--- src/hdl/adc_trigger_pkg.sv ---
package adc_trigger_pkg;

    // input stream geometry
    localparam int LANES    = 8;
    localparam int SAMPLE_W = 12;
    localparam int LANE_W   = 16;

    // output stream and header field widths
    localparam int OUT_W = 64;
    localparam int TS_W  = 32;
    localparam int EVT_W = 16;

    typedef logic [SAMPLE_W-1:0] sample_t;

    // lane 0 sits in the lowest bits, sample in the low bits of each lane
    typedef logic [LANES-1:0][LANE_W-1:0] adc_word_t;

    // one captured word, header fields only meaningful with first set
    typedef struct packed {
        adc_word_t        word;
        logic             first;
        logic             last;
        logic [TS_W-1:0]  timestamp;
        logic [EVT_W-1:0] event_num;
        sample_t          baseline;
    } frame_entry_t;

    typedef struct packed {
        logic [OUT_W-1:0] data;
        logic             user;
        logic             last;
    } out_beat_t;

endpackage

--- src/hdl/baseline_calc.sv ---
`timescale 1ns/1ns

module baseline_calc
    import adc_trigger_pkg::*;
#(
    parameter int BASELINE_LOG2 = 4
)
(
    input  logic      axis_aclk,
    input  logic      reset,
    input  adc_word_t word,
    input  logic      word_valid,
    output sample_t   baseline,
    output logic      baseline_done
);

    localparam int LANES_LOG2 = $clog2(LANES);
    localparam int SUM_W      = SAMPLE_W + LANES_LOG2;
    localparam int ACC_W      = SUM_W + BASELINE_LOG2;
    localparam int CAL_WORDS  = 1 << BASELINE_LOG2;

    logic [ACC_W-1:0]         acc;
    logic [BASELINE_LOG2:0]   cal_cnt;
    logic [SUM_W-1:0]         word_sum;

    // sum of the eight samples in one word
    always_comb
    begin
        word_sum = '0;
        for (int i = 0; i < LANES; i++)
        begin
            word_sum = word_sum + SUM_W'(word[i][SAMPLE_W-1:0]);
        end
    end

    always_ff @(posedge axis_aclk)
    begin
        if (reset)
        begin
            acc           <= '0;
            cal_cnt       <= '0;
            baseline_done <= 1'b0;
        end
        else if (word_valid && !baseline_done)
        begin
            acc     <= acc + ACC_W'(word_sum);
            cal_cnt <= cal_cnt + 1'b1;
            if (cal_cnt == (BASELINE_LOG2 + 1)'(CAL_WORDS - 1))
            begin
                baseline_done <= 1'b1;
            end
        end
    end

    // mean over lanes and words is just the top bits of the sum
    assign baseline = acc[ACC_W-1 -: SAMPLE_W];

endmodule

--- config.mk ---
export PLATFORM = sky130hd
export DESIGN_NAME = baseline_calc
export DESIGN_NICKNAME = d
export VERILOG_FILES = /design/src/hdl/adc_trigger_pkg.sv /design/src/hdl/baseline_calc.sv
export SDC_FILE = /design/constraint.sdc
export NUM_CORES = 1
export LEC_CHECK = 0
export ABC_AREA = 0
export BUFFER_PORTS_ARGS = -buffer_cell sky130_fd_sc_hd__buf_4
export CORE_MARGIN = 1.5
export CORE_UTILIZATION = 47
export CTS_CLUSTER_DIAMETER = 100
export DETAILED_ROUTE_END_ITERATION = 8
export PLACE_DENSITY_LB_ADDON = 0.25
export REMOVE_ABC_BUFFERS = 1
export SYNTH_ARGS = -nofsm -noshare
export SYNTH_HDL_FRONTEND = slang
export SYNTH_SLANG_ARGS = --single-unit
export TNS_END_PERCENT = 20
--- constraint.sdc ---
create_clock -name axis_aclk -period 4.1 [get_ports axis_aclk]
set_clock_uncertainty 0.05 [all_clocks]
set_input_delay 0.41 -clock axis_aclk [delete_from_list [all_inputs] [get_ports axis_aclk]]
set_output_delay 0.41 -clock axis_aclk [all_outputs]
set_load 0.05 [all_outputs]
After elaboration in Yosys (flattened, before gate mapping) --
Cells that the tools add are included.
Cells by class: add/sub/neg operators 9, eq/ne operators 1, reduce and logical (&&, ||, !) cells 3
Operators with widths (count):
- adder 15 x 12 -> 15 bit | 4
- adder 19 x 15 -> 19 bit | 1
- adder 14 x 12 -> 15 bit | 1
- adder 13 x 12 -> 14 bit | 1
- adder 12 x 12 -> 13 bit | 1
- adder 5 x 1 -> 5 bit (second input constant) | 1
- == test 5 x 4 -> 1 bit (second input constant) | 1
- AND reduction 2 bit | 1
- logical AND 1 bit | 1
- zero test 1 bit | 1
Word-level totals: register bits after elaboration 25, bits of input ports 131, logic and storage cells 16

Longest topological paths before layout --
word-level depth 8, gate-level depth with buffers 15, gate-level depth less buffers 15

Worst setup path before layout --
No wires, ideal clock.
path kind input -> register, start point input word[3] (netlist bit), end point register acc[10], arrival 4353 ps, path slack -365 ps, cell stages on the path 15, path through inv_1 fa_1 inv_1 fa_1 fa_1 inv_1 fa_1 inv_1 fa_1 a211oi_2 o21bai_2 a21oi_1 o21ai_1 or4b_1 nand3_1
On the way: cells in the longest elaborated chain, start to end 8
RTL lines:
- start, declared | RTL line baseline_calc.sv:11 | input adc_word_t word,
- adder 12 x 12 -> 13 bit | RTL line baseline_calc.sv:32 | word_sum = word_sum + SUM_W'(word[i][SAMPLE_W-1:0]);
- adder 13 x 12 -> 14 bit | RTL line baseline_calc.sv:32
- adder 14 x 12 -> 15 bit | RTL line baseline_calc.sv:32
- adder 15 x 12 -> 15 bit (4 in a row) | RTL line baseline_calc.sv:32
- adder 19 x 15 -> 19 bit | RTL line baseline_calc.sv:46 | acc <= acc + ACC_W'(word_sum);
- end signal, assigned | RTL line baseline_calc.sv:46
- end, declared | RTL line baseline_calc.sv:22 | logic [ACC_W-1:0] acc;
Every way passes these cells. A chain may end at the register's enable or synchronous reset.

Worst setup path in the final report --
start point register acc[3], end point register acc[10]
On the way: cells in the longest elaborated chain, start to end 1
RTL lines (RTL line):
- adder 19 x 15 -> 19 bit | baseline_calc.sv:46
Every way passes these cells.

==> results.ini <==
[sta]
hold_viol=0
slew_viol_final=0
worst_slew_pin_slew_ns=0.369
setup-violations-final=4
rsz0062_at_grt=true
post-route-period-util_pct=102
fin_crit_ns=4.18
timing.setup.tns_ns=-0.164
hold-worst-slack_ns=0.337
max_freq_mhz=239
relSlewSlack_pct=75.1
setup_ws_ns=-0.0783

[drt]
drtPass1Iterations=4
routed_wl_um=8230
vias=3243
antenna_left=0
drt_iter0_markers=128
post_drt_wl_per_cell_um=12.5
drc=0
vias_per_cell=4.94

[final_layout]
drive_gt1_share_pct=32.3
nets=789
syn2layout_area_growth_pct=31.8
n_antenna_cell=0

[synthesis]
async_reset_ff_share_pct=0
syn_inst=429
ys_ff_latch=25
yosys_warnings=0
syn_area_sq_um=3960
synth_edf_count=0
synth.distinct_cells=49
synthFlopType=dfxtp_1
ys_seq_area_share_pct=12.6
synth.avg_cell_area_sq_um=9.23

[clock_tree]
cts-root-buf=clkbuf_8
cts_buffers=3
htreeDepth=1
clock_latency_ns=0.27
cts.clk_slew.worst_paths_ns=0.10
cts.sinks=25
cts_buffer_depth=2
postCtsHoldBufs=0
tritoncts=built

[global_routing]
grt_pass1_wl_um=14300
met1_usage_pct=23.2
track_usage_pct=19.6
met2_usage_pct=38.8
grt_pass1_vias=3472
grt_overflow=0
busiest_layer=met2
grt_util_met3_pct=1.77
grt_max_degree=36
antenna_found_initial=0

[critical_path]
reg2reg_to=acc[10]
crit_type=reg2reg
start_kind=flip-flop
crit_path_max_fanout=2
cpMaxStageDelayCell=fa_1
rr_worst_depth=13
cp-end-kind=flip-flop
critical_path.cell_chain=fa_1 > fa_1 > fa_1 > inv_2 > fa_1 > inv_2 > fa_2 > a211oi_4 > o21bai_2 > a21oi_2 > o21ai_1 > or4b_1 > nand3_1
worstPathRequired_ns=4.27
timing.rr.start=acc[3]
reg2reg_slack_ns=-0.08
cp.arrival_ns=4.35
slowest_delay_ns=0.58
crit_top_cell=fa_1

[floorplanning]
die-area_sq_um=8990
coreArea_sq_um=8180
fp-row-count=33
start_util_pct=48.5
die_h_um=94.8
die_x_um=94.8
ios=144

[min_path]
min_path_cells=3
hold_start=word_valid
hold_path.class=in2reg
holdPathEnd=baseline_done

[outcome]
violations=negative setup slack
status=finished, violations left

[placed_design]
pre_cts_ws_ns=-0.601
gp_congestion=0.861
port_buffers=111
hpwl_um=6940

[flow_run]
max_cap_viol_count=0

-- area by class of cell --
type	instances	area, sq um
Clock buffer	3	41.3
Inverter	122	458
Sequential cell	25	505
Timing Repair Buffer	141	1070
Multi-Input combinational cell	259	3010
Clock inverter	1	7.51
Fill cell	688	2950
Tap cell	105	131
-- per-stage QoR --
step / cell area, sq um / std cells / utilization, %
6_report: 5220 / 656 / 63.9
5_1_grt: 5220 / 656 / 63.9
4_1_cts: 5170 / 655 / 63.3
3_5_place_dp: 4970 / 645 / 60.8
3_3_place_gp: 4970 / 645 / 60.8
2_1_floorplan: 3830 / 406 / -
-- cell usage after synthesis, drive strengths merged, types with 3 or more instances --
cell type,instances,share of area (%)
o21ai,9,1.1
nand3,4,0.51
nand2,26,2.5
inv,122,12
nor2,12,1.1
o21bai,4,0.95
fa,83,42
buf,14,2.5
o31ai,3,0.57
or3,4,0.63
xor2,3,0.66
a211oi,5,1.1
nand4,5,0.79
nand3b,4,0.76
xnor2,5,1.1
nor3,6,0.76
clkbuf,9,0.85
ha,23,7.3
a21oi,25,3.2
nand2b,3,0.47
a21o,10,1.9
dfxtp,25,13
-- flip-flops by register name, indices dropped and copies added, names as in the netlist --
register and count:
cal_cnt 5, baseline_done 1, acc 19
-- critical path, delay by kind of cell, from the launching register on --
kind / cells / cell delay, ns
adders and majority gates: 5 / 2.44
AOI/OAI and AO/OA: 4 / 0.63
and+or+nand+nor: 2 / 0.58
DFF: 1 / 0.34
buffers and inverters: 2 / 0.09
-- layout by cell type, fill, tap and decap left out, drive strengths merged, types with 4 or more instances in the layout --
cell type	count
ha	23
a21oi	25
inv	122
a21o	10
dfxtp	25
fa	83
o21ai	9
a211oi	5
nand3b	4
xnor2	5
nand4	5
nand2	26
nor2	12
or3	4
nor3	6
o21bai	4
nand3	4
buf	141
-- layer usage --
metal,vias to the layer above,part of all wire [%]
li1,1553,-
met1,1610,39
met2,76,56
met3,4,4.6
met4,0,0.51
met5,-,0
-- worst max-delay path by stage --
stage / from / end / slack [ns] / depth (start not counted)
floorplan: word[3] / acc[10] / -0.37 / 15
global placement: word[2] / acc[10] / -0.50 / 15
detailed placement: word[3] / acc[14] / -0.60 / 16
CTS: acc[3] / acc[10] / -0.03 / 13
global route: acc[3] / acc[10] / -0.20 / 13
finish: acc[3] / acc[10] / -0.08 / 13
-- cells by family (layout without fill, tap and decap cells) --
group	Yosys count	after routing	share of synthesized area [%]
DFF	25	25	12.6
xor gates and xnor gates	8	8	1.77
AOI/OAI and AO/OA	70	70	11.7
and+or+nand+nor	75	75	9.73
buffers and inverters	145	267	14.9
adders and majority gates	106	106	49.2
-- repair_timing --
action	4_1_cts	5_1_grt
gates resized for setup	24	9
setup buffers	6	1
pin swaps	42	7
setup endpoints to repair	10	10
Power is left out: the tool's default activity adds up to more than one toggle a clock period on the data nets, which glitch-free logic cannot reach.
