**src/hdl/adc_trigger_pkg.sv**
```systemverilog
package adc_trigger_pkg;

    // input stream geometry
    localparam int LANES    = 8;
    localparam int SAMPLE_W = 12;
    localparam int LANE_W   = 16;

    // output stream and header field widths
    localparam int OUT_W = 64;
    localparam int TS_W  = 32;
    localparam int EVT_W = 16;

    typedef logic [SAMPLE_W-1:0] sample_t;

    // lane 0 sits in the lowest bits, sample in the low bits of each lane
    typedef logic [LANES-1:0][LANE_W-1:0] adc_word_t;

    // one captured word, header fields only meaningful with first set
    typedef struct packed {
        adc_word_t        word;
        logic             first;
        logic             last;
        logic [TS_W-1:0]  timestamp;
        logic [EVT_W-1:0] event_num;
        sample_t          baseline;
    } frame_entry_t;

    typedef struct packed {
        logic [OUT_W-1:0] data;
        logic             user;
        logic             last;
    } out_beat_t;

endpackage

```
**src/hdl/beat_serializer.sv**
```systemverilog
`timescale 1ns/1ns

module beat_serializer
    import adc_trigger_pkg::*;
(
    input  logic         axis_aclk,
    input  logic         reset,
    input  frame_entry_t entry,
    input  logic         entry_valid,
    output logic         entry_ready,
    output out_beat_t    beat,
    output logic         beat_valid,
    input  logic         beat_ready
);

    localparam int WORD_W = LANES * LANE_W;
    localparam int PAD_W  = OUT_W - TS_W - EVT_W - SAMPLE_W;

    typedef enum logic [1:0] {ph_header, ph_low, ph_high} phase_t;

    frame_entry_t        cur;
    phase_t              phase;
    logic                busy;
    logic                beat_done;
    logic                last_beat;
    logic                take;
    logic [WORD_W-1:0]   word_bits;

    assign beat_done   = busy && beat_ready;
    assign last_beat   = beat_done && (phase == ph_high);
    assign entry_ready = !busy || last_beat;
    assign take        = entry_valid && entry_ready;

    always_ff @(posedge axis_aclk)
    begin
        if (reset)
        begin
            busy  <= 1'b0;
            phase <= ph_low;
        end
        else if (take)
        begin
            busy  <= 1'b1;
            phase <= entry.first ? ph_header : ph_low;
        end
        else if (last_beat)
        begin
            busy <= 1'b0;
        end
        else if (beat_done)
        begin
            phase <= (phase == ph_header) ? ph_low : ph_high;
        end
    end

    always_ff @(posedge axis_aclk)
    begin
        if (take)
        begin
            cur <= entry;
        end
    end

    assign word_bits  = cur.word;
    assign beat_valid = busy;

    // beat built from held registers so it stays put under back-pressure
    always_comb
    begin
        case (phase)
            ph_header:
            begin
                beat.data = {cur.timestamp, cur.event_num, {PAD_W{1'b0}}, cur.baseline};
                beat.user = 1'b1;
                beat.last = 1'b0;
            end
            ph_low:
            begin
                beat.data = word_bits[OUT_W-1:0];
                beat.user = 1'b0;
                beat.last = 1'b0;
            end
            default:
            begin
                beat.data = word_bits[2*OUT_W-1:OUT_W];
                beat.user = 1'b0;
                beat.last = cur.last;
            end
        endcase
    end

endmodule

```
**config.mk**
```make
export PLATFORM = sky130hd
export DESIGN_NAME = beat_serializer
export DESIGN_NICKNAME = d
export VERILOG_FILES = /design/src/hdl/adc_trigger_pkg.sv /design/src/hdl/beat_serializer.sv
export SDC_FILE = /design/constraint.sdc
export NUM_CORES = 1
export LEC_CHECK = 0
export ABC_AREA = 1
export BUFFER_PORTS_ARGS = -buffer_cell sky130_fd_sc_hd__buf_2
export CAP_MARGIN = 20
export CORE_MARGIN = 1
export CORE_UTILIZATION = 30
export CTS_BUF_LIST = sky130_fd_sc_hd__clkbuf_4 sky130_fd_sc_hd__clkbuf_8 sky130_fd_sc_hd__clkbuf_16
export CTS_CLUSTER_SIZE = 40
export DETAILED_ROUTE_END_ITERATION = 7
export PLACE_DENSITY_LB_ADDON = 0.2
export SYNTH_ARGS = -nofsm -noshare
export SYNTH_HDL_FRONTEND = slang
export SYNTH_SLANG_ARGS = --single-unit
```
**constraint.sdc**
```tcl
create_clock -name axis_aclk -period 5.9 [get_ports axis_aclk]
set_input_delay 0 -clock axis_aclk [delete_from_list [all_inputs] [get_ports axis_aclk]]
set_output_delay 0 -clock axis_aclk [all_outputs]
set_load 0.05 [all_outputs]
```
# Word-level counts from Yosys, hierarchy flattened
# Cells that the tools add are included.
# word_totals
register_bits	192
latch_bits	0
mem_bits_rw	0
rom_bits	0
out_inout_bits	68
memories	0
# op_classes
addsub	0
mul	0
div	0
magnitude_cmp	0
n_eq_ne	3
shift	0
n_mux	8
n_bitwise	0
n_reduce_logical	9
# op_table
cell	n
$pmux 66 s2	1
$mux 2	4
$reduce_bool 2->1	2
$logic_and 1x1->1	3
$mux 1	3
$eq 2x1->1 const B	1
$eq 2x2->1 const B	1
$logic_not 2->1	1
$ne 2x1->1 const B	1
$reduce_and 2->1	1
$logic_not 1->1	1
$logic_or 1x1->1	1

# Depth between registers and ports, before layout
# depth
word_depth	6
mapped_depth	6
depth_no_buf	6

# Worst setup path after synthesis
# Ideal clock, no wire load.
# synth_timing
kind	register -> register
start	reg busy (netlist: beat_valid)
end	reg cur[0] in the netlist's numbering, enable pin
setup_time_ns	0.458
arrival_ns	3.215
required_time_ns	5.442
setup_slack_ns	2.227
path_stages_with_launch	4
path_cell_list	dfxtp_1 nand2_1 nand2_1 inv_2
# synth_via
elab_chain_len	4
word_cells_on_any_way	5
# synth_rtl
item	line_no	rtl
from (decl)	beat_serializer.sv:23	logic busy;
from (signal assigned)	beat_serializer.sv:38	busy <= 1'b0;
from (signal assigned)	beat_serializer.sv:43	busy <= 1'b1;
from (signal assigned)	beat_serializer.sv:48	busy <= 1'b0;
$logic_and 1x1->1	beat_serializer.sv:29	assign beat_done = busy && beat_ready;
$logic_and 1x1->1	beat_serializer.sv:30	assign last_beat = beat_done && (phase == ph_high);
$logic_or 1x1->1 (*)	beat_serializer.sv:31	assign entry_ready = !busy || last_beat;
net entry_ready	beat_serializer.sv:10	output logic entry_ready,
$logic_and 1x1->1 (*)	beat_serializer.sv:32	assign take = entry_valid && entry_ready;
net take	beat_serializer.sv:26	logic take;
to (signal assigned)	beat_serializer.sv:60	cur <= entry;
to (decl)	beat_serializer.sv:21	frame_entry_t cur;
# Mark *: on every way through the listed nets, which the timed path passes. The rest lies on a longest branch.
# A chain may end at the register's enable or synchronous reset.

==> metrics.md <==
| Metric | Value |
|---|---|
| Number of global-route vias before repair | `5921` |
| First drt pass iteration count | `4` |
| Final Max Tran Viols | `0` |
| Grt met1 use | `18.6%` |
| EDFF count, synth | `189` |
| Mapped Cells | `475` |
| Pwr dens | `303 nW/um^2` |
| Net Sw Frac | `27.8%` |
| Max cap viols | `0` |
| Fin area | `11200 um^2` |
| Syn_area_per_cell | `14.8 um^2` |
| Synth warn | `0` |
| Post-CTS Setup Bufs | `0` |
| Initial Utilization | `30.9%` |
| Crit-path cells | `buf_4 > nor2_4 > buf_4 > a22oi_1 > nand2_1 > buf_2` |
| Crit. End Element | `primary output` |
| Most frequent CP cell | `buf_4` |
| Vias per std cell | `4.40` |
| CP max stage delay | `0.69 ns` |
| DRT iter0 DRCs | `378` |
| Clk sinks | `192` |
| Number of buffers added on ports | `261` |
| First-pass GRT wire length | `29800 um` |
| Worst slew pin tran | `0.989 ns` |
| Total via count in the routed design | `5506` |
| Worst Setup EP | `beat[50]` |
| HP Class | `input port to flip-flop` |
| Share of cells above drive strength 1 | `31.9%` |
| Final setup viols | `0` |
| Clk_lat worst skew | `0.42 ns` |
| Total number of H-tree levels | `4` |
| CP max stage cell | `nor2_4` |
| Crit-path max FO | `43` |
| Seq pwr share | `47.9%` |
| P_int | `0.00245 W` |
| Netlist cell types | `14` |
| Synthesized Nets | `669` |
| Crit path launch type | `flip-flop` |
| Synth area leaders | `edfxtp_1, nand3_1, nand2_1, a22oi_1, buf_2` |
| Final design utilization | `49.0%` |
| Maximum VDD drop | `133 uV` |
| Met2 usage | `28.8%` |
| NetSw | `0.000945 W` |
| Async set or reset register ratio after synthesis | `0%` |
| Fin Setup TNS | `0 ns` |
| Cts bufs inserted | `17` |
| Total GRT Usage | `16.3%` |
| Flop2flop setup slack | `3.07 ns` |
| Biggest area consumer among synthesized cells | `edfxtp_1` |
| Max Freq | `323 MHz` |
| Die height | `155 um` |
| Final count of hold timing violations | `0` |
| GR peak layer | `met2` |
| WS Path Type | `flip-flop to primary output` |
| Cell Rows | `55` |
| N_diodes | `0` |
| Top-count cell post-synth | `edfxtp_1` |
| Clk pin slew, worst setup/hold paths | `0.07 ns` |
| Largest net degree at the start of global routing | `105` |
| Initial antenna violation count | `0` |
| IO Pins | `262` |
| Min setup slack post-route | `2.80 ns` |
| Nets@finish | `1122` |
| DP Area | `8680 um^2` |
| Leakage power | `4.59 nW` |
| Commonest cells post-synth | `edfxtp_1, nand2_1, nand3_1` |
| Clock power frac | `33.3%` |
| Mapped cell area | `7050 um^2` |
| Die width | `155 um` |
| P&R area growth vs syn | `58.8%` |
| Min Tclk post-route | `3.10 ns` |
| Skew final | `0.00673 ns` |
| Synth top area share | `80.5%` |
| FF-to-FF End | `cur[78]` |
| Comb pwr share | `18.8%` |
| Synth Register Bits | `192` |
| Grt ovf | `0` |
| CTS tree | `yes` |
| DP HPWL | `11300 um` |
| Relative slew slack | `34.0%` |
| Gpl congestion | `0.767` |
| Unrepaired setup endpoints after global routing | `no` |
| Post-Place Cells | `1027` |
| Status | `finished clean` |
| Critical Path AT | `3.10 ns` |
| Core area | `22800 um^2` |
| Met3 Resource Use GR | `4.37%` |
| Final antenna-violating net count | `0` |
| Reg2reg start | `phase[1]` |
| Pre-CTS WS | `3.10 ns` |
| Post-Layout Cell Count | `1252` |
| Die area | `24100 um^2` |
| CTS root buffer | `clkbuf_16` |
| Top_reg_cell synth | `edfxtp_1` |
| Worst reg2reg path depth | `5` |
| Per-cell routed wire length | `15.4 um` |
| WP data required | `5.90 ns` |
| Worst Setup SP | `phase[1]` |
| Register area share after synthesis | `81.3%` |
| Final wirelength | `19300 um` |
| Post-route DRC violation count | `0` |
| Final worst-path cycle share | `52.5%` |
| Max clock buf depth | `2` |
| Total of fill cells in the finished design | `2013` |
[cell families (layout without fill, tap and decap cells)]
logic type	Yosys count	count (layout)	share of synthesized area, %
simple gates	230	230	14.3
flops	192	192	81.3
buf+inv	33	497	2.36
compound gates	20	20	2.02
[timing repair]
item | in CTS | in global routing
hold endpoints to repair | 192 | 0
hold buffers | 195 | 0
resized for setup | 0 | 0
endpoints found under the setup margin | 0 | 0
[worst max-delay path: cells and delay by family, from the launching register on]
kind,cells,cell delay (ns)
flops,1,0.50
simple gates,2,0.81
buf+inv,3,1.16
compound gates,1,0.12
[how the worst min path moves through the flow]
stage / start / endpoint / slack, ns / depth (start not counted)
6_report: entry[140] / cur[140] / 0.28 / 2
5_1_grt: entry[76] / cur[76] / 0.26 / 2
4_1_cts: entry[140] / cur[140] / 0.25 / 2
3_5_place_dp: reset / beat_valid / 0.18 / 2
3_3_place_gp: reset / beat_valid / 0.17 / 2
2_1_floorplan: reset / beat_valid / 0.07 / 1
[layout make-up]
cell class                 instances  area, um^2  area share, %
clock buffer                      18         433           3.87
clock inverter                    12         135           1.21
inverter                           6        27.5          0.246
multi-input combinational        250        1150           10.3
sequential                       192        5740           51.2
tap                              313         392           3.50
timing repair buffer             461        3320           29.7
[per-layer routing]
layer	wire (um)	part of all wire, %
met4	470	2.4
met3	1060	5.5
met5	0	0
met1	8040	42
met2	9720	50
[flip-flops by register name, summed over array words and instances, names as in the netlist]
name,count
cur,189
phase,2
beat_valid,1
[power by group through the flow]
| stage | registers [W] | clock network, W | logic (W) |
|---|---|---|---|
| final | 0.00163 | 0.00113 | 0.000638 |
| after global routing | 0.00163 | 0.00121 | 0.000678 |
| after CTS | 0.00163 | 0.00117 | 0.000640 |
| after detailed placement | 0.00166 | 0 | 0.000538 |
| after floorplan | 0.00166 | 0 | 0.000362 |
| after global placement | 0.00165 | 0 | 0.000531 |
[layout by cell type (no fill, tap or decap), types with 2 or more instances in the layout]
master | synthesis | final
nand2_1 | 116 | 116
inv_6 | 0 | 4
inv_2 | 3 | 2
bufinv_16 | 0 | 2
buf_4 | 5 | 3
dfxtp_2 | 0 | 2
dlygate4sd3_1 | 0 | 195
clkinv_1 | 0 | 2
clkinv_4 | 0 | 2
buf_12 | 0 | 2
a22oi_1 | 17 | 17
clkbuf_16 | 0 | 17
inv_1 | 3 | 3
a21oi_1 | 2 | 2
nand3_1 | 110 | 110
edfxtp_1 | 189 | 189
nor2_1 | 3 | 3
buf_2 | 19 | 261
[metrics by stage]
stage | hold WS [ns] | power [W]
4_1_cts | 0.252 | 0.00344
2_1_floorplan | 0.0691 | 0.00202
5_1_grt | 0.256 | 0.00352
3_3_place_gp | 0.175 | 0.00218
6_report | 0.276 | 0.00339
3_5_place_dp | 0.178 | 0.00219
No activity file was read; power rests on OpenSTA's default activity.
