## src/hdl/adc_trigger_pkg.sv

```systemverilog
package adc_trigger_pkg;

    // input stream geometry
    localparam int LANES    = 8;
    localparam int SAMPLE_W = 12;
    localparam int LANE_W   = 16;

    // output stream and header field widths
    localparam int OUT_W = 64;
    localparam int TS_W  = 32;
    localparam int EVT_W = 16;

    typedef logic [SAMPLE_W-1:0] sample_t;

    // lane 0 sits in the lowest bits, sample in the low bits of each lane
    typedef logic [LANES-1:0][LANE_W-1:0] adc_word_t;

    // one captured word, header fields only meaningful with first set
    typedef struct packed {
        adc_word_t        word;
        logic             first;
        logic             last;
        logic [TS_W-1:0]  timestamp;
        logic [EVT_W-1:0] event_num;
        sample_t          baseline;
    } frame_entry_t;

    typedef struct packed {
        logic [OUT_W-1:0] data;
        logic             user;
        logic             last;
    } out_beat_t;

endpackage

```

## src/hdl/word_timer.sv

```systemverilog
`timescale 1ns/1ns

module word_timer
    import adc_trigger_pkg::*;
#(
    parameter int PRE_LEN  = 4,
    parameter int POST_LEN = 11
)
(
    input  logic            axis_aclk,
    input  logic            reset,
    input  logic            word_valid,
    input  logic            window_start,
    output logic [TS_W-1:0] timestamp,
    output logic            window_active,
    output logic            window_last
);

    // the delayed stream needs PRE_LEN extra words to drain the window
    localparam int WIN_LEN = PRE_LEN + POST_LEN;
    localparam int CNT_W   = $clog2(WIN_LEN + 1);

    logic [CNT_W-1:0] remaining;

    always_ff @(posedge axis_aclk)
    begin
        if (reset)
        begin
            timestamp <= '0;
        end
        else if (word_valid)
        begin
            timestamp <= timestamp + 1'b1;
        end
    end

    always_ff @(posedge axis_aclk)
    begin
        if (reset)
        begin
            remaining <= '0;
        end
        else if (window_start)
        begin
            remaining <= CNT_W'(WIN_LEN);
        end
        else if (word_valid && window_active)
        begin
            remaining <= remaining - 1'b1;
        end
    end

    assign window_active = (remaining != '0);
    assign window_last   = (remaining == CNT_W'(1));

endmodule

```

## config.mk

```make
export PLATFORM = sky130hd
export DESIGN_NAME = word_timer
export DESIGN_NICKNAME = d
export VERILOG_FILES = /design/src/hdl/adc_trigger_pkg.sv /design/src/hdl/word_timer.sv
export SDC_FILE = /design/constraint.sdc
export NUM_CORES = 1
export LEC_CHECK = 0
export ABC_AREA = 1
export BUFFER_PORTS_ARGS = -buffer_cell sky130_fd_sc_hd__buf_2
export CAP_MARGIN = 25
export CORE_UTILIZATION = 45
export CTS_CLUSTER_SIZE = 40
export DETAILED_ROUTE_END_ITERATION = 16
export GPL_ROUTABILITY_DRIVEN = 0
export PLACE_DENSITY_LB_ADDON = 0.25
export SETUP_SLACK_MARGIN = 0.3
export SYNTH_ARGS = -nofsm -noshare
export SYNTH_HDL_FRONTEND = slang
export SYNTH_SLANG_ARGS = --single-unit
```

## constraint.sdc

```tcl
create_clock -name axis_aclk -period 1.39 [get_ports axis_aclk]
set_input_delay 0.139 -clock axis_aclk [delete_from_list [all_inputs] [get_ports axis_aclk]]
set_output_delay 0.139 -clock axis_aclk [all_outputs]
set_load 0.02 [all_outputs]
```

Word-level counts from Yosys, hierarchy flattened
Cells that the tools add are included.
{ "word_totals": {"register_bits": 36, "wordCells": 10} }
{ "classes": {"reduce_logical": 3, "mux": 2, "addsub": 2, "n_eq_ne": 1} }
{ "op_table": {"columns": ["cell", "count"], "rows": [
  ["$add A32 B1 Y32 const B", 1],
  ["$mux W4", 2],
  ["$eq A4 B1 Y1 const B", 1],
  ["$reduce_bool A4 Y1", 1],
  ["$sub A4 B1 Y4 const B", 1],
  ["$reduce_bool A2 Y1", 1],
  ["$logic_and A1 B1 Y1", 1]
]} }

Depth between registers and ports, before layout
{ "logic_depth": {"word_depth": 4, "ltp_mapped": 9} }

Worst setup path after synthesis
OpenSTA, ideal clock, no wires.
{ "synth_timing": {"path_type": "register -> register", "startpoint": "register timestamp[0]", "endpoint": "register timestamp[26]", "path_buffers": 0, "setup_slack_ps": -130, "arrival_ps": 1404, "path_stages_with_launch": 9, "setup_ps": 115, "required_time_ps": 1275, "path_cell_list": "dfxtp_1 > ha_1 > inv_1 > nor2_2 > nand3_1 > nor2_2 > nand3_1 > nand2_1 > nor2_1"} }
{ "synth_between": {"elab_chain_cells": 1} }
{ "synth_lines": {"columns": ["element", "line", "text"], "rows": [
  ["start: declaration", "word_timer.sv:14", "output logic [TS_W-1:0] timestamp,"],
  ["start signal: assignment", "word_timer.sv:33", "timestamp <= timestamp + 1'b1;"],
  ["$add A32 B1 Y32", "word_timer.sv:33", null]
]} }
No other way between the ends.
A chain may end at the register's enable or synchronous reset.

Worst setup path in the final report
{ "layout_timing": {"startpoint": "register timestamp[6]", "endpoint": "register timestamp[30]"} }
The elaborated chain is that of the path after synthesis.

==> impl_metrics.py <==
metrics = {
    "outcome": {
        "outcome": "completed",
    },
    "global_routing": {
        "groute.usage.overall": 0.229,
        "gr-total-overflow": 0,
        "vias_in_the_first_global_route": 1712,
        "grt_max_degree": 26,
        "grt_first_pass_wirelength_um": 7870,
        "grt_antenna_before_repair": 0,
    },
    "clocking": {
        "cts.sink_count": 36,
        "clock-root-buffer": "sky130_fd_sc_hd__clkbuf_8",
        "clkLatencyLatePin_ps": 290,
        "cts.hold.buffers_added": 0,
        "clk_transition_reported_paths_ps": 70,
        "htreeDepth": 2,
        "tritoncts": "done",
        "clock_tree.buffer_depth": 2,
        "cts_inserted_buffers": 5,
    },
    "power": {
        "leakagePower_nw": 1.26,
        "share_clk_of_total_power": 0.358,
        "pint_mw": 1.44,
        "peakVddDrop_v": 0.000614,
        "power_density_mw_per_mm2": 661,
        "power.share.combinational": 0.113,
        "sw_frac_of_total": 0.258,
        "seqPwrFrac": 0.529,
        "switching_power_mw": 0.499,
        "p_total_mw": 1.93,
    },
    "die": {
        "die_y_um": 68.0,
        "top_level_ports": 38,
        "core.rowCount": 23,
        "core_region_area_sq_mm": 0.00409,
        "floorplan.die.width_um": 68.0,
        "initial_core_util": 0.479,
        "design.die.area_sq_mm": 0.00462,
    },
    "sta": {
        "fin_crit_ps": 1310,
        "maxSlewViolCount": 0,
        "report.final.hold_viol_count": 0,
        "tightestPinTransition_ps": 276,
        "tcrit_tclk_final": 0.944,
        "maximum_clock_frequency_mhz": 762,
        "finalSetupViolations": 0,
        "hold-worst-slack_ps": 149,
        "unrepaired_setup_endpoints_after_global_routing": "yes",
        "fin_skew_ps": 6.78,
        "worst_slew_margin_rel": 0.816,
    },
    "routing": {
        "drc": 0,
        "ant_nets": 0,
        "drt_pass1_iterations": 4,
        "vias_per_cell": 4.95,
        "num_vias": 2053,
        "first_iter_violations": 105,
        "route.final.wire_length_um": 5140,
        "detail_route.wl_per_cell_um": 12.4,
    },
    "worst_setup_path": {
        "timing.rr.start": "timestamp[6]",
        "critical_path.startpoint": "timestamp[6]",
        "worst_setup_path_start_kind": "register",
        "endpoint_kind": "register",
        "worst-setup-path-type": "register to register",
        "r2r_setup_slack_ps": 80,
        "r2r_cells": 7,
        "critical_path_required_ps": 1580,
        "rr_endpoint": "timestamp[30]",
        "path_max_fanout": 6,
        "critical_path_arrival_ps": 1500,
        "cp-endpoint": "timestamp[30]",
    },
    "finish": {
        "area.growth.synth_to_final_pct": 49.4,
        "layout.cell_area.non_filler_sq_mm": 0.00293,
        "final_layout_size_suffix_gt1_frac": 0.482,
        "postLayoutCoreUtil": 0.716,
        "layout.nets": 372,
        "finalNonFillerCells": 415,
        "antenna_cells": 0,
    },
    "synthesis": {
        "synthesis.instances": 298,
        "ys_types": 27,
        "syn-cell-area_sq_mm": 0.00196,
        "syn_area_per_cell_sq_um": 6.58,
        "synth_enable_flop_cells": 0,
        "number_of_nets_in_the_synthesized_netlist": 305,
        "async_reset_ff_frac": 0,
        "synthesis_stage_register_bit_count": 36,
        "dominantRegCellSynth": "sky130_fd_sc_hd__dfxtp_1",
        "synth_seq_area_share": 0.368,
        "ys_warn_count": 0,
    },
    "min_path": {
        "min_path_type": "input pin to register",
    },
    "job": {
        "timing.max_cap.violations": 0,
    },
    "placed_design": {
        "detailedPlacementHpwl_um": 3450,
        "placed_cells_incl_taps": 384,
        "port-buffer-count": 37,
        "placed_area_sq_mm": 0.00241,
    },
}
## area by class of cell
| cell class | count | area (sq um) |
|---|---|---|
| Multi-Input combinational cell | 225 | 1370 |
| Clock inverter | 1 | 5.00 |
| Fill cell | 346 | 1160 |
| Tap cell | 50 | 62.6 |
| Timing Repair Buffer | 64 | 450 |
| Sequential cell | 36 | 828 |
| Inverter | 33 | 136 |
| Clock buffer | 6 | 72.6 |
## timing repair
action                                  4_1_cts  5_1_grt
endpoints found under the hold margin         0        0
pin swaps                                    14       21
endpoints found under the setup margin       33       41
buffers inserted                             15        9
resized for setup                            33       40
## Yosys cell counts (2+ instances only)
| cell type | n | area (sq um) |
|---|---|---|
| sky130_fd_sc_hd__nor2_4 | 4 | 45.0 |
| sky130_fd_sc_hd__dfxtp_1 | 36 | 721 |
| sky130_fd_sc_hd__nand3_2 | 4 | 40.0 |
| sky130_fd_sc_hd__o21ai_0 | 7 | 35.0 |
| sky130_fd_sc_hd__clkbuf_1 | 2 | 7.51 |
| sky130_fd_sc_hd__nand2_1 | 71 | 267 |
| sky130_fd_sc_hd__nand3_1 | 22 | 110 |
| sky130_fd_sc_hd__a31oi_1 | 2 | 12.5 |
| sky130_fd_sc_hd__nand4_1 | 3 | 18.8 |
| sky130_fd_sc_hd__xnor2_1 | 2 | 17.5 |
| sky130_fd_sc_hd__nand2_2 | 7 | 43.8 |
| sky130_fd_sc_hd__inv_1 | 31 | 116 |
| sky130_fd_sc_hd__inv_2 | 2 | 7.51 |
| sky130_fd_sc_hd__a21oi_1 | 21 | 105 |
| sky130_fd_sc_hd__nor2_1 | 63 | 236 |
| sky130_fd_sc_hd__ha_1 | 3 | 37.5 |
| sky130_fd_sc_hd__nor3_1 | 4 | 20.0 |
| sky130_fd_sc_hd__nor2_2 | 5 | 31.3 |
## registers in the layout, indices dropped and copies added (netlist names)
signal	flops
timestamp	32
remaining	4
## how the worst min path moves through the flow
stage	startpoint	endpoint	slack [ps]	depth (start not counted)
2_1_floorplan	reset	timestamp[8]	280	2
6_report	window_start	remaining[3]	150	3
3_3_place_gp	window_start	remaining[0]	430	3
5_1_grt	window_start	remaining[3]	160	3
4_1_cts	window_start	remaining[3]	130	3
3_5_place_dp	window_start	remaining[3]	430	3
## kinds of logic (layout without fill, tap and decap cells)
kind of cell / count (synthesis) / after routing / share of synthesized area
simple gates: 187 / 187 / 0.437
fa+ha+maj: 3 / 3 / 0.0192
flops: 36 / 36 / 0.368
compound gates: 32 / 32 / 0.0843
xor+xnor: 3 / 3 / 0.0134
buf+inv: 37 / 104 / 0.0779
## through the flow
stage / TNS [ps] / setup WS, ps
2_1_floorplan: 0 / 161
3_3_place_gp: 0 / 127
3_5_place_dp: 0 / 110
4_1_cts: 0 / 114
5_1_grt: -1.85 / -1.85
6_report: 0 / 77.8
## per-layer routing
| layer | up-vias | track usage | part of all wire |
|---|---|---|---|
| met5 | - | 0 | 0 |
| met4 | 0 | 0.0781 | 0.013 |
| met3 | 5 | 0.0583 | 0.048 |
| met2 | 51 | 0.360 | 0.48 |
| met1 | 915 | 0.302 | 0.46 |
| li1 | 1082 | - | - |
## critical path, stage by stage (launching register included)
cell	delay (ps)
sky130_fd_sc_hd__dfxtp_4	380
sky130_fd_sc_hd__nand2_2	90
sky130_fd_sc_hd__nor2_4	200
sky130_fd_sc_hd__nand3_1	150
sky130_fd_sc_hd__nor2_4	200
sky130_fd_sc_hd__nand3_1	90
sky130_fd_sc_hd__nand2_1	70
sky130_fd_sc_hd__nor2_1	40
## power groups by stage
stage          Sequential, mW  Clock [mW]  Combinational [mW]
2_1_floorplan            1.05           0               0.114
3_3_place_gp             1.05           0               0.151
3_5_place_dp             1.05           0               0.152
4_1_cts                  1.02       0.715               0.197
5_1_grt                  1.02       0.771               0.239
6_report                 1.02       0.692               0.219
## layout by cell type, fill, tap and decap left out, types with 4 or more instances in the layout
cell type,instances
sky130_fd_sc_hd__nand3_2,9
sky130_fd_sc_hd__inv_1,27
sky130_fd_sc_hd__buf_2,30
sky130_fd_sc_hd__nand2_2,17
sky130_fd_sc_hd__nand3_1,13
sky130_fd_sc_hd__nor2_1,48
sky130_fd_sc_hd__dfxtp_1,6
sky130_fd_sc_hd__buf_6,12
sky130_fd_sc_hd__nor2_2,10
sky130_fd_sc_hd__o21ai_1,5
sky130_fd_sc_hd__nor2_4,14
sky130_fd_sc_hd__clkbuf_8,5
sky130_fd_sc_hd__nand2_4,6
sky130_fd_sc_hd__nand2_1,56
sky130_fd_sc_hd__dfxtp_4,28
sky130_fd_sc_hd__a21oi_1,18
sky130_fd_sc_hd__buf_4,22
sky130_fd_sc_hd__nand3_4,4
Note: power is estimated with default switching activity, not from simulation.
