### src/hdl/adc_trigger_pkg.sv
package adc_trigger_pkg;

    // input stream geometry
    localparam int LANES    = 8;
    localparam int SAMPLE_W = 12;
    localparam int LANE_W   = 16;

    // output stream and header field widths
    localparam int OUT_W = 64;
    localparam int TS_W  = 32;
    localparam int EVT_W = 16;

    typedef logic [SAMPLE_W-1:0] sample_t;

    // lane 0 sits in the lowest bits, sample in the low bits of each lane
    typedef logic [LANES-1:0][LANE_W-1:0] adc_word_t;

    // one captured word, header fields only meaningful with first set
    typedef struct packed {
        adc_word_t        word;
        logic             first;
        logic             last;
        logic [TS_W-1:0]  timestamp;
        logic [EVT_W-1:0] event_num;
        sample_t          baseline;
    } frame_entry_t;

    typedef struct packed {
        logic [OUT_W-1:0] data;
        logic             user;
        logic             last;
    } out_beat_t;

endpackage

### src/hdl/pre_trigger_delay.sv
`timescale 1ns/1ns

module pre_trigger_delay
    import adc_trigger_pkg::*;
#(
    parameter int PRE_LEN = 4
)
(
    input  logic      axis_aclk,
    input  logic      reset,
    input  adc_word_t word,
    input  logic      word_valid,
    output adc_word_t delayed_word
);

    // taps[0] holds the most recent accepted word
    adc_word_t taps [PRE_LEN];

    always_ff @(posedge axis_aclk)
    begin
        if (reset)
        begin
            for (int i = 0; i < PRE_LEN; i++)
            begin
                taps[i] <= '0;
            end
        end
        else if (word_valid)
        begin
            taps[0] <= word;
            for (int i = 1; i < PRE_LEN; i++)
            begin
                taps[i] <= taps[i-1];
            end
        end
    end

    assign delayed_word = taps[PRE_LEN-1];

endmodule

### config.mk
export PLATFORM = sky130hd
export DESIGN_NAME = pre_trigger_delay
export DESIGN_NICKNAME = d
export VERILOG_FILES = /design/src/hdl/adc_trigger_pkg.sv /design/src/hdl/pre_trigger_delay.sv
export SDC_FILE = /design/constraint.sdc
export NUM_CORES = 1
export LEC_CHECK = 0
export ABC_AREA = 1
export BUFFER_PORTS_ARGS = -buffer_cell sky130_fd_sc_hd__buf_4
export CAP_MARGIN = 15
export CORE_AREA = 2 2 203 205
export CTS_BUF_LIST = sky130_fd_sc_hd__clkbuf_4
export DETAILED_ROUTE_END_ITERATION = 10
export DIE_AREA = 0 0 205 207
export PLACE_DENSITY = 0.69
export SLEW_MARGIN = 5
export SYNTH_ARGS = -nofsm -noshare
export SYNTH_HDL_FRONTEND = slang
export SYNTH_SLANG_ARGS = --single-unit
### constraint.sdc
create_clock -name axis_aclk -period 9.5 [get_ports axis_aclk]
set_input_delay 1.425 -clock axis_aclk [delete_from_list [all_inputs] [get_ports axis_aclk]]
set_output_delay 1.425 -clock axis_aclk [all_outputs]
set_load 0.05 [all_outputs]
# Word level (Yosys, flattened, before mapping)
# Memories as Yosys holds them, arrays and structs flattened.
# Index checks and enable logic that the tools add are counted.
# W data, S select, Z words.
# totals
ram_bits	512
word_cells	14
register_bits	0
mem_count	1
in_bits	131
out_inout_bits	128
# op_classes
n_mux	9
bitwise	4
# memory_table
name	words	word_bits	read_ports	rd_ports_with_merged_regs	wr	line	text
taps	4	128	4	0	4	pre_trigger_delay.sv:17	adc_word_t taps [PRE_LEN];
# op_table
cell	count
$mux W128	4
$mux W1	5
$or A1 B1 Y1	4

# Longest topological paths before layout
# Gate-level depths: netlist of the first run.
# depth
word_depth	4
mapped_depth	5
depth_no_buf	3

# Worst setup path before layout of the first run
# No wires, ideal clock.
# synth_timing
path_kind	input-to-reg
startpoint	in reset
endpoint	mem taps[0][0] (netlist bit), enable pin
required_ns	8.833
slack_ns	1.294
setup_time_ns	0.667
arrival_ns	7.539
n_path_buf	0
stages	1
path_cell_list	or2_2
# synth_rtl
element	line	text
from (decl)	pre_trigger_delay.sv:10	input logic reset,
to (decl)	pre_trigger_delay.sv:17	

==> results.py, run 1 <==
metrics = {
    "run_status": {
        "outcome": "complete, no violations",
    },
    "layout": {
        "design_area_mm2": 0.0236,
        "top_register": "taps",
        "largestRegisters": "taps x512",
        "largest_reg_flops": 512,
        "drive_gt1_share_pct": 23.1,
        "areaGrowthSynthToFinish_pct": 18.8,
        "final_nets": 2070,
    },
    "yosys": {
        "synth.most_common_cell": "inv_1",
        "synth_edf_count": 512,
        "syn_avg_cell_area_um2": 12.4,
        "synth_top_area_share_pct": 77.5,
        "ys_seq_area_share_pct": 77.5,
        "synthTopCellsByCount": "inv_1, edfxtp_1, nor2_1",
        "ys.warnings.count": 0,
        "yosys.area.top_type": "edfxtp_1",
        "syn_area_mm2": 0.0198,
        "synthCells": 1595,
        "ys_seq_elements": 512,
        "synth_cell_types": 7,
        "synth_area_leaders": "edfxtp_1, inv_1, nor2_1, buf_6, buf_2",
        "ys.flop_type": "edfxtp_1",
        "syn-num-nets": 1726,
        "synth-async-reset-ratio_pct": 0,
    },
    "placed_design": {
        "io_buffers": 258,
        "gp_congestion": 0.766,
        "placed_area_mm2": 0.0219,
        "post-dp-hpwl_um": 18000,
    },
    "timing": {
        "finalHoldViolCount": 0,
        "worst_pin_slew_ns": 1.15,
        "fmax_mhz": 314,
        "final-setup-viol-count": 0,
        "timing.final.crit_share_pct": 33.5,
        "relSlewSlack_pct": 23.3,
        "rsz0062_at_grt": "no",
        "min_period_ns": 3.18,
        "final_max_slew_viol_count": 0,
        "finalSetupTns_ns": 0,
        "fin_skew_ns": 0.0324,
    },
    "power_and_ir_drop": {
        "p_leak_nw": 10.6,
        "power_mw": 4.86,
        "netSwitchingFraction_pct": 23.0,
        "ir_drop_uv": 108,
        "clockPowerShare_pct": 37.0,
        "p_switching_mw": 1.12,
        "intPower_mw": 3.74,
        "combPwrFrac_pct": 7.8,
        "powerDensity_mw_per_mm2": 206,
        "seq_power_share_pct": 55.2,
    },
    "route": {
        "route.detailed.drc": 0,
        "wirelength_um": 30700,
        "viasPerCell": 4.16,
        "routedWlPerCell_um": 12.0,
        "ant_nets": 0,
        "dr.pass1.iters": 6,
        "vias": 10700,
        "first_iter_violations": 592,
    },
    "die": {
        "fp.coreArea_mm2": 0.0404,
        "die_width_um": 205,
        "dieArea_mm2": 0.0424,
        "initial_core_util_pct": 49.2,
        "die_h_um": 207,
        "rows": 74,
        "io_pins": 259,
    },
    "worst_setup_path": {
        "r2r-start": "taps[0][7]$_SDFFCE_PN0P_",
        "required_ns": 9.95,
        "arrival_ns": 3.63,
        "regToRegEndpoint": "taps[1][7]$_SDFFCE_PN0P_",
        "crit_fanout": 57,
        "reg2reg_slack_ns": 8.69,
        "crit_top_cell": "buf_4",
        "cpPeakStageDelay_ns": 0.70,
        "slowest_stage": "buf_4",
        "critPathKind": "in2reg",
        "worstPathCellList": "buf_4, or2_4, buf_4, buf_4, buf_12",
        "rr_worst_depth": 2,
        "cp-start-kind": "input port",
        "end_kind": "register",
    },
    "cts": {
        "holdBufCountCts": 0,
        "cts_htree_levels": 4,
        "clockBufferDepth": 3,
        "numClockSinks": 512,
        "cts_setup_buffers": 0,
        "clk_latency_ns": 0.79,
        "clk_pin_slew_worst_paths_ns": 0.06,
        "numCtsBuffers": 132,
        "cts_tree": "done",
        "cts_root_buf": "clkbuf_4",
        "post_cts_resized": 0,
    },
    "global_routing": {
        "grt_max_degree": 256,
        "grt_usage_pct": 14.9,
        "antenna_found_initial": 1,
        "grt_pass1_vias": 10600,
        "grt_overflow": 0,
        "grt_pass1_wl_um": 49800,
    },
    "min_path": {
        "hp-start": "taps[2][107]$_SDFFCE_PN0P_",
        "min_path_cells": 2,
        "hp-class": "reg2reg",
        "whs_endpoint": "taps[3][107]$_SDFFCE_PN0P_",
    },
    "run": {
        "cap_violations": 0,
    },
}
-- worst max path at each step --
stage / startpoint / to / slack [ns] / cells past startpoint
3_3_place_gp: word_valid / taps[3][51]$_SDFFCE_PN0P_ / 5.51 / 4
4_1_cts: word_valid / taps[3][44]$_SDFFCE_PN0P_ / 6.35 / 4
3_5_place_dp: word_valid / taps[3][51]$_SDFFCE_PN0P_ / 5.45 / 4
6_report: word_valid / taps[2][52]$_SDFFCE_PN0P_ / 6.32 / 5
5_1_grt: word_valid / taps[3][64]$_SDFFCE_PN0P_ / 6.28 / 5
2_1_floorplan: reset / taps[0][0]$_SDFFCE_PN0P_ / 1.29 / 1
-- worst max-delay path, delay by kind of cell --
kind | cells | cell delay (ns)
buffers and inverters | 4 | 1.75
AND/OR/NAND/NOR | 1 | 0.34
-- power groups by stage --
stage	Clock (mW)	Combinational [mW]	Sequential (mW)
6_report	1.80	0.380	2.68
3_5_place_dp	0	0.383	2.73
4_1_cts	1.87	0.385	2.69
3_3_place_gp	0	0.378	2.73
5_1_grt	1.99	0.416	2.70
2_1_floorplan	0	0.149	2.87
-- logic make-up after synthesis --
group	share of synthesized area [%]
buffers and inverters	12.8
AND/OR/NAND/NOR	9.75
flip-flops	77.5
-- routing by layer --
layer | wire length (um) | part of all wire (%) | global-route usage [%]
met5 | 0 | 0 | 0
met4 | 1290 | 4.2 | 10.2
met1 | 12400 | 40 | 17.4
met3 | 1660 | 5.4 | 4.37
met2 | 15400 | 50 | 23.8
-- final cells by class --
type | instances | area [um2]
Fill cell | 3314 | 16800
Clock buffer | 187 | 1400
Tap cell | 532 | 666
Clock inverter | 36 | 221
Inverter | 513 | 1930
Sequential cell | 512 | 15400
Timing Repair Buffer | 266 | 2030
Antenna cell | 1 | 2.50
Multi-Input combinational cell | 514 | 1950
-- metrics by stage --
stage	hold WS, ns	util [%]	cells	setup WS (ns)
after floorplan	0.519	-	1595	1.29
after global placement	0.520	54.3	2336	5.51
after detailed placement	0.528	54.3	2336	5.45
after CTS	0.520	58.4	2559	6.35
after global routing	0.538	58.4	2561	6.28
final	0.518	58.4	2561	6.32
-- layout by cell type (no fill, tap or decap) --
master | Yosys | layout
clkinvlp_4 | 0 | 1
nor2_1 | 512 | 512
buf_12 | 0 | 3
inv_2 | 0 | 7
buf_4 | 0 | 263
or2_4 | 0 | 1
inv_1 | 513 | 513
clkinv_2 | 0 | 3
bufinv_16 | 0 | 3
diode_2 | 0 | 1
clkbuf_4 | 0 | 187
nand2_8 | 0 | 1
clkinv_1 | 0 | 22
edfxtp_1 | 512 | 512
(Power assumes the default switching activity.)
==> run 2: changes to the inputs <==
==> constraint.sdc (replaced) <==
create_clock -name axis_aclk -period 3.3 [get_ports axis_aclk]
set_input_delay 0.495 -clock axis_aclk [delete_from_list [all_inputs] [get_ports axis_aclk]]
set_output_delay 0.495 -clock axis_aclk [all_outputs]
set_load 0.05 [all_outputs]
==> run 2 against run 1 <==
Against the previous run:
- worst hold slack got worse by 0.38 ns
- count of clock-buffer cells in the layout decreased by 11
- core utilization increased by 3.1 points
- clock skew increased by 0.0076 ns
- non-clock buffer count increased by 134
- worst setup slack got worse by 4.9 ns
- die area unchanged
- combinational power increased to 3.3 times the previous value
- critical path type is now reg2out
- highest routed layer unchanged
==> results.py, run 2 (synthesis results as in run 1) <==
metrics = {
    "worst_setup_path": {
        "cp-start-kind": "register",
        "crit_fanout": 1,
        "required_ns": 2.80,
        "slowest_stage": "edfxtp_1",
        "worstPathCellList": "buf_4",
        "cpPeakStageDelay_ns": 0.42,
        "arrival_ns": 1.44,
        "end_kind": "output pin",
        "worstPathBufferInverterCount": 1,
        "critPathKind": "reg2out",
        "crit_family": "flip-flops",
    },
    "route": {
        "ant_nets": 0,
        "dr.pass1.iters": 5,
        "wirelength_um": 33400,
        "routedWlPerCell_um": 12.5,
        "route.detailed.drc": 0,
        "vias": 11300,
        "first_iter_violations": 713,
        "viasPerCell": 4.20,
    },
    "cts": {
        "cts_root_buf": "clkbuf_4",
        "clk_latency_ns": 0.81,
        "clockBufferDepth": 3,
        "cts_setup_buffers": 0,
        "numClockSinks": 512,
        "post_cts_resized": 0,
        "cts_htree_levels": 4,
        "clk_pin_slew_worst_paths_ns": 0.06,
        "holdBufCountCts": 127,
        "numCtsBuffers": 133,
        "cts_tree": "done",
    },
    "global_routing": {
        "antenna_found_initial": 3,
        "grt_max_degree": 136,
        "grt_overflow": 0,
        "grt_pass1_vias": 11400,
        "grt_usage_pct": 16.2,
        "grt_pass1_wl_um": 54000,
    },
    "timing": {
        "finalHoldViolCount": 0,
        "timing.final.crit_share_pct": 58.5,
        "fmax_mhz": 518,
        "relSlewSlack_pct": 52.2,
        "fin_skew_ns": 0.0401,
        "final_max_slew_viol_count": 0,
        "worst_pin_slew_ns": 0.716,
        "final-setup-viol-count": 0,
        "finalSetupTns_ns": 0,
        "min_period_ns": 1.93,
        "rsz0062_at_grt": "no",
    },
    "power_and_ir_drop": {
        "combPwrFrac_pct": 8.8,
        "p_leak_nw": 11.1,
        "p_switching_mw": 3.26,
        "netSwitchingFraction_pct": 23.3,
        "powerDensity_mw_per_mm2": 563,
        "clockPowerShare_pct": 35.9,
        "intPower_mw": 10.7,
        "seq_power_share_pct": 55.3,
        "ir_drop_uv": 283,
    },
    "layout": {
        "seq_area_mm2": 0.0154,
        "final_cell_mix": "inv_1, nor2_1, edfxtp_1",
        "multi_input_area_mm2": 0.00195,
        "areaGrowthSynthToFinish_pct": 25.2,
        "postLayoutCoreUtil_pct": 61.5,
        "largest_reg_flops": 512,
        "drive_gt1_share_pct": 21.5,
        "fillerInstances": 3136,
        "largestRegisters": "taps x512",
        "top_register": "taps",
        "final_nets": 2205,
        "final_common_cell": "inv_1",
    },
    "placed_design": {
        "io_buffers": 258,
        "gp_congestion": 0.790,
        "post-dp-hpwl_um": 18800,
    },
    "run_status": {
        "outcome": "complete, no violations",
    },
    "die": {
        "dieArea_mm2": 0.0424,
        "io_pins": 259,
        "die_width_um": 205,
        "die_h_um": 207,
        "fp.coreArea_mm2": 0.0404,
        "initial_core_util_pct": 49.2,
        "rows": 74,
    },
    "run": {
        "cap_violations": 0,
    },
    "min_path": {
        "hp-class": "in2reg",
    },
}
[run 2: tightest hold or removal path: stages]
cell	delay, ns
buf_4	0.11
inv_1	0.04
nor2_1	0.08
[run 2: final cells by class]
class / count / share of cell area (%)
Multi-Input combinational cell: 514 / 7.85
Tap cell: 532 / 2.68
Clock inverter: 29 / 0.761
Sequential cell: 512 / 61.9
Timing Repair Buffer: 400 / 13.7
Antenna cell: 3 / 0.0302
Inverter: 513 / 7.75
Clock buffer: 176 / 5.32
[run 2: power groups by stage]
| stage | clock network (mW) | logic [mW] | registers [mW] |
|---|---|---|---|
| floorplan | 0 | 0.429 | 8.22 |
| global placement | 0 | 1.10 | 7.85 |
| detailed placement | 0 | 1.11 | 7.87 |
| CTS | 5.19 | 1.24 | 7.73 |
| global route | 5.54 | 1.34 | 7.77 |
| finish | 5.01 | 1.24 | 7.73 |
[run 2: final timing paths]
kind                                                  from                          to  slack (ns)  cells after the start
worst max register to register   taps[0][54]$_SDFFCE_PN0P_   taps[1][54]$_SDFFCE_PN0P_        2.46                      2
worst max-delay path            taps[3][126]$_SDFFCE_PN0P_           delayed_word[126]        1.37                      1
worst min-delay path                              word[12]   taps[0][12]$_SDFFCE_PN0P_        0.13                      3
worst min register to register  taps[1][124]$_SDFFCE_PN0P_  taps[2][124]$_SDFFCE_PN0P_        0.52                      2
[run 2: routing by layer]
metal	wire, um	share of wire (%)	vias to the layer above	GRT usage, %
met4	1520	4.5	0	10.8
met5	0	0	-	0
met1	13200	39	5054	18.5
met2	17200	51	282	26.7
met3	1520	4.5	110	4.31
li1	-	-	5817	-
[run 2: stage by stage]
stage	cell area [um2]	setup WS, ns	cells	hold WS [ns]	power (mW)
floorplan	19800	-1.35	1595	0.519	8.65
global placement	22100	1.32	2344	0.520	8.95
detailed placement	22100	1.29	2344	0.528	8.98
CTS	24800	1.24	2676	0.00445	14.2
global route	24800	1.25	2679	0.0286	14.7
finish	24800	1.37	2679	0.133	14.0
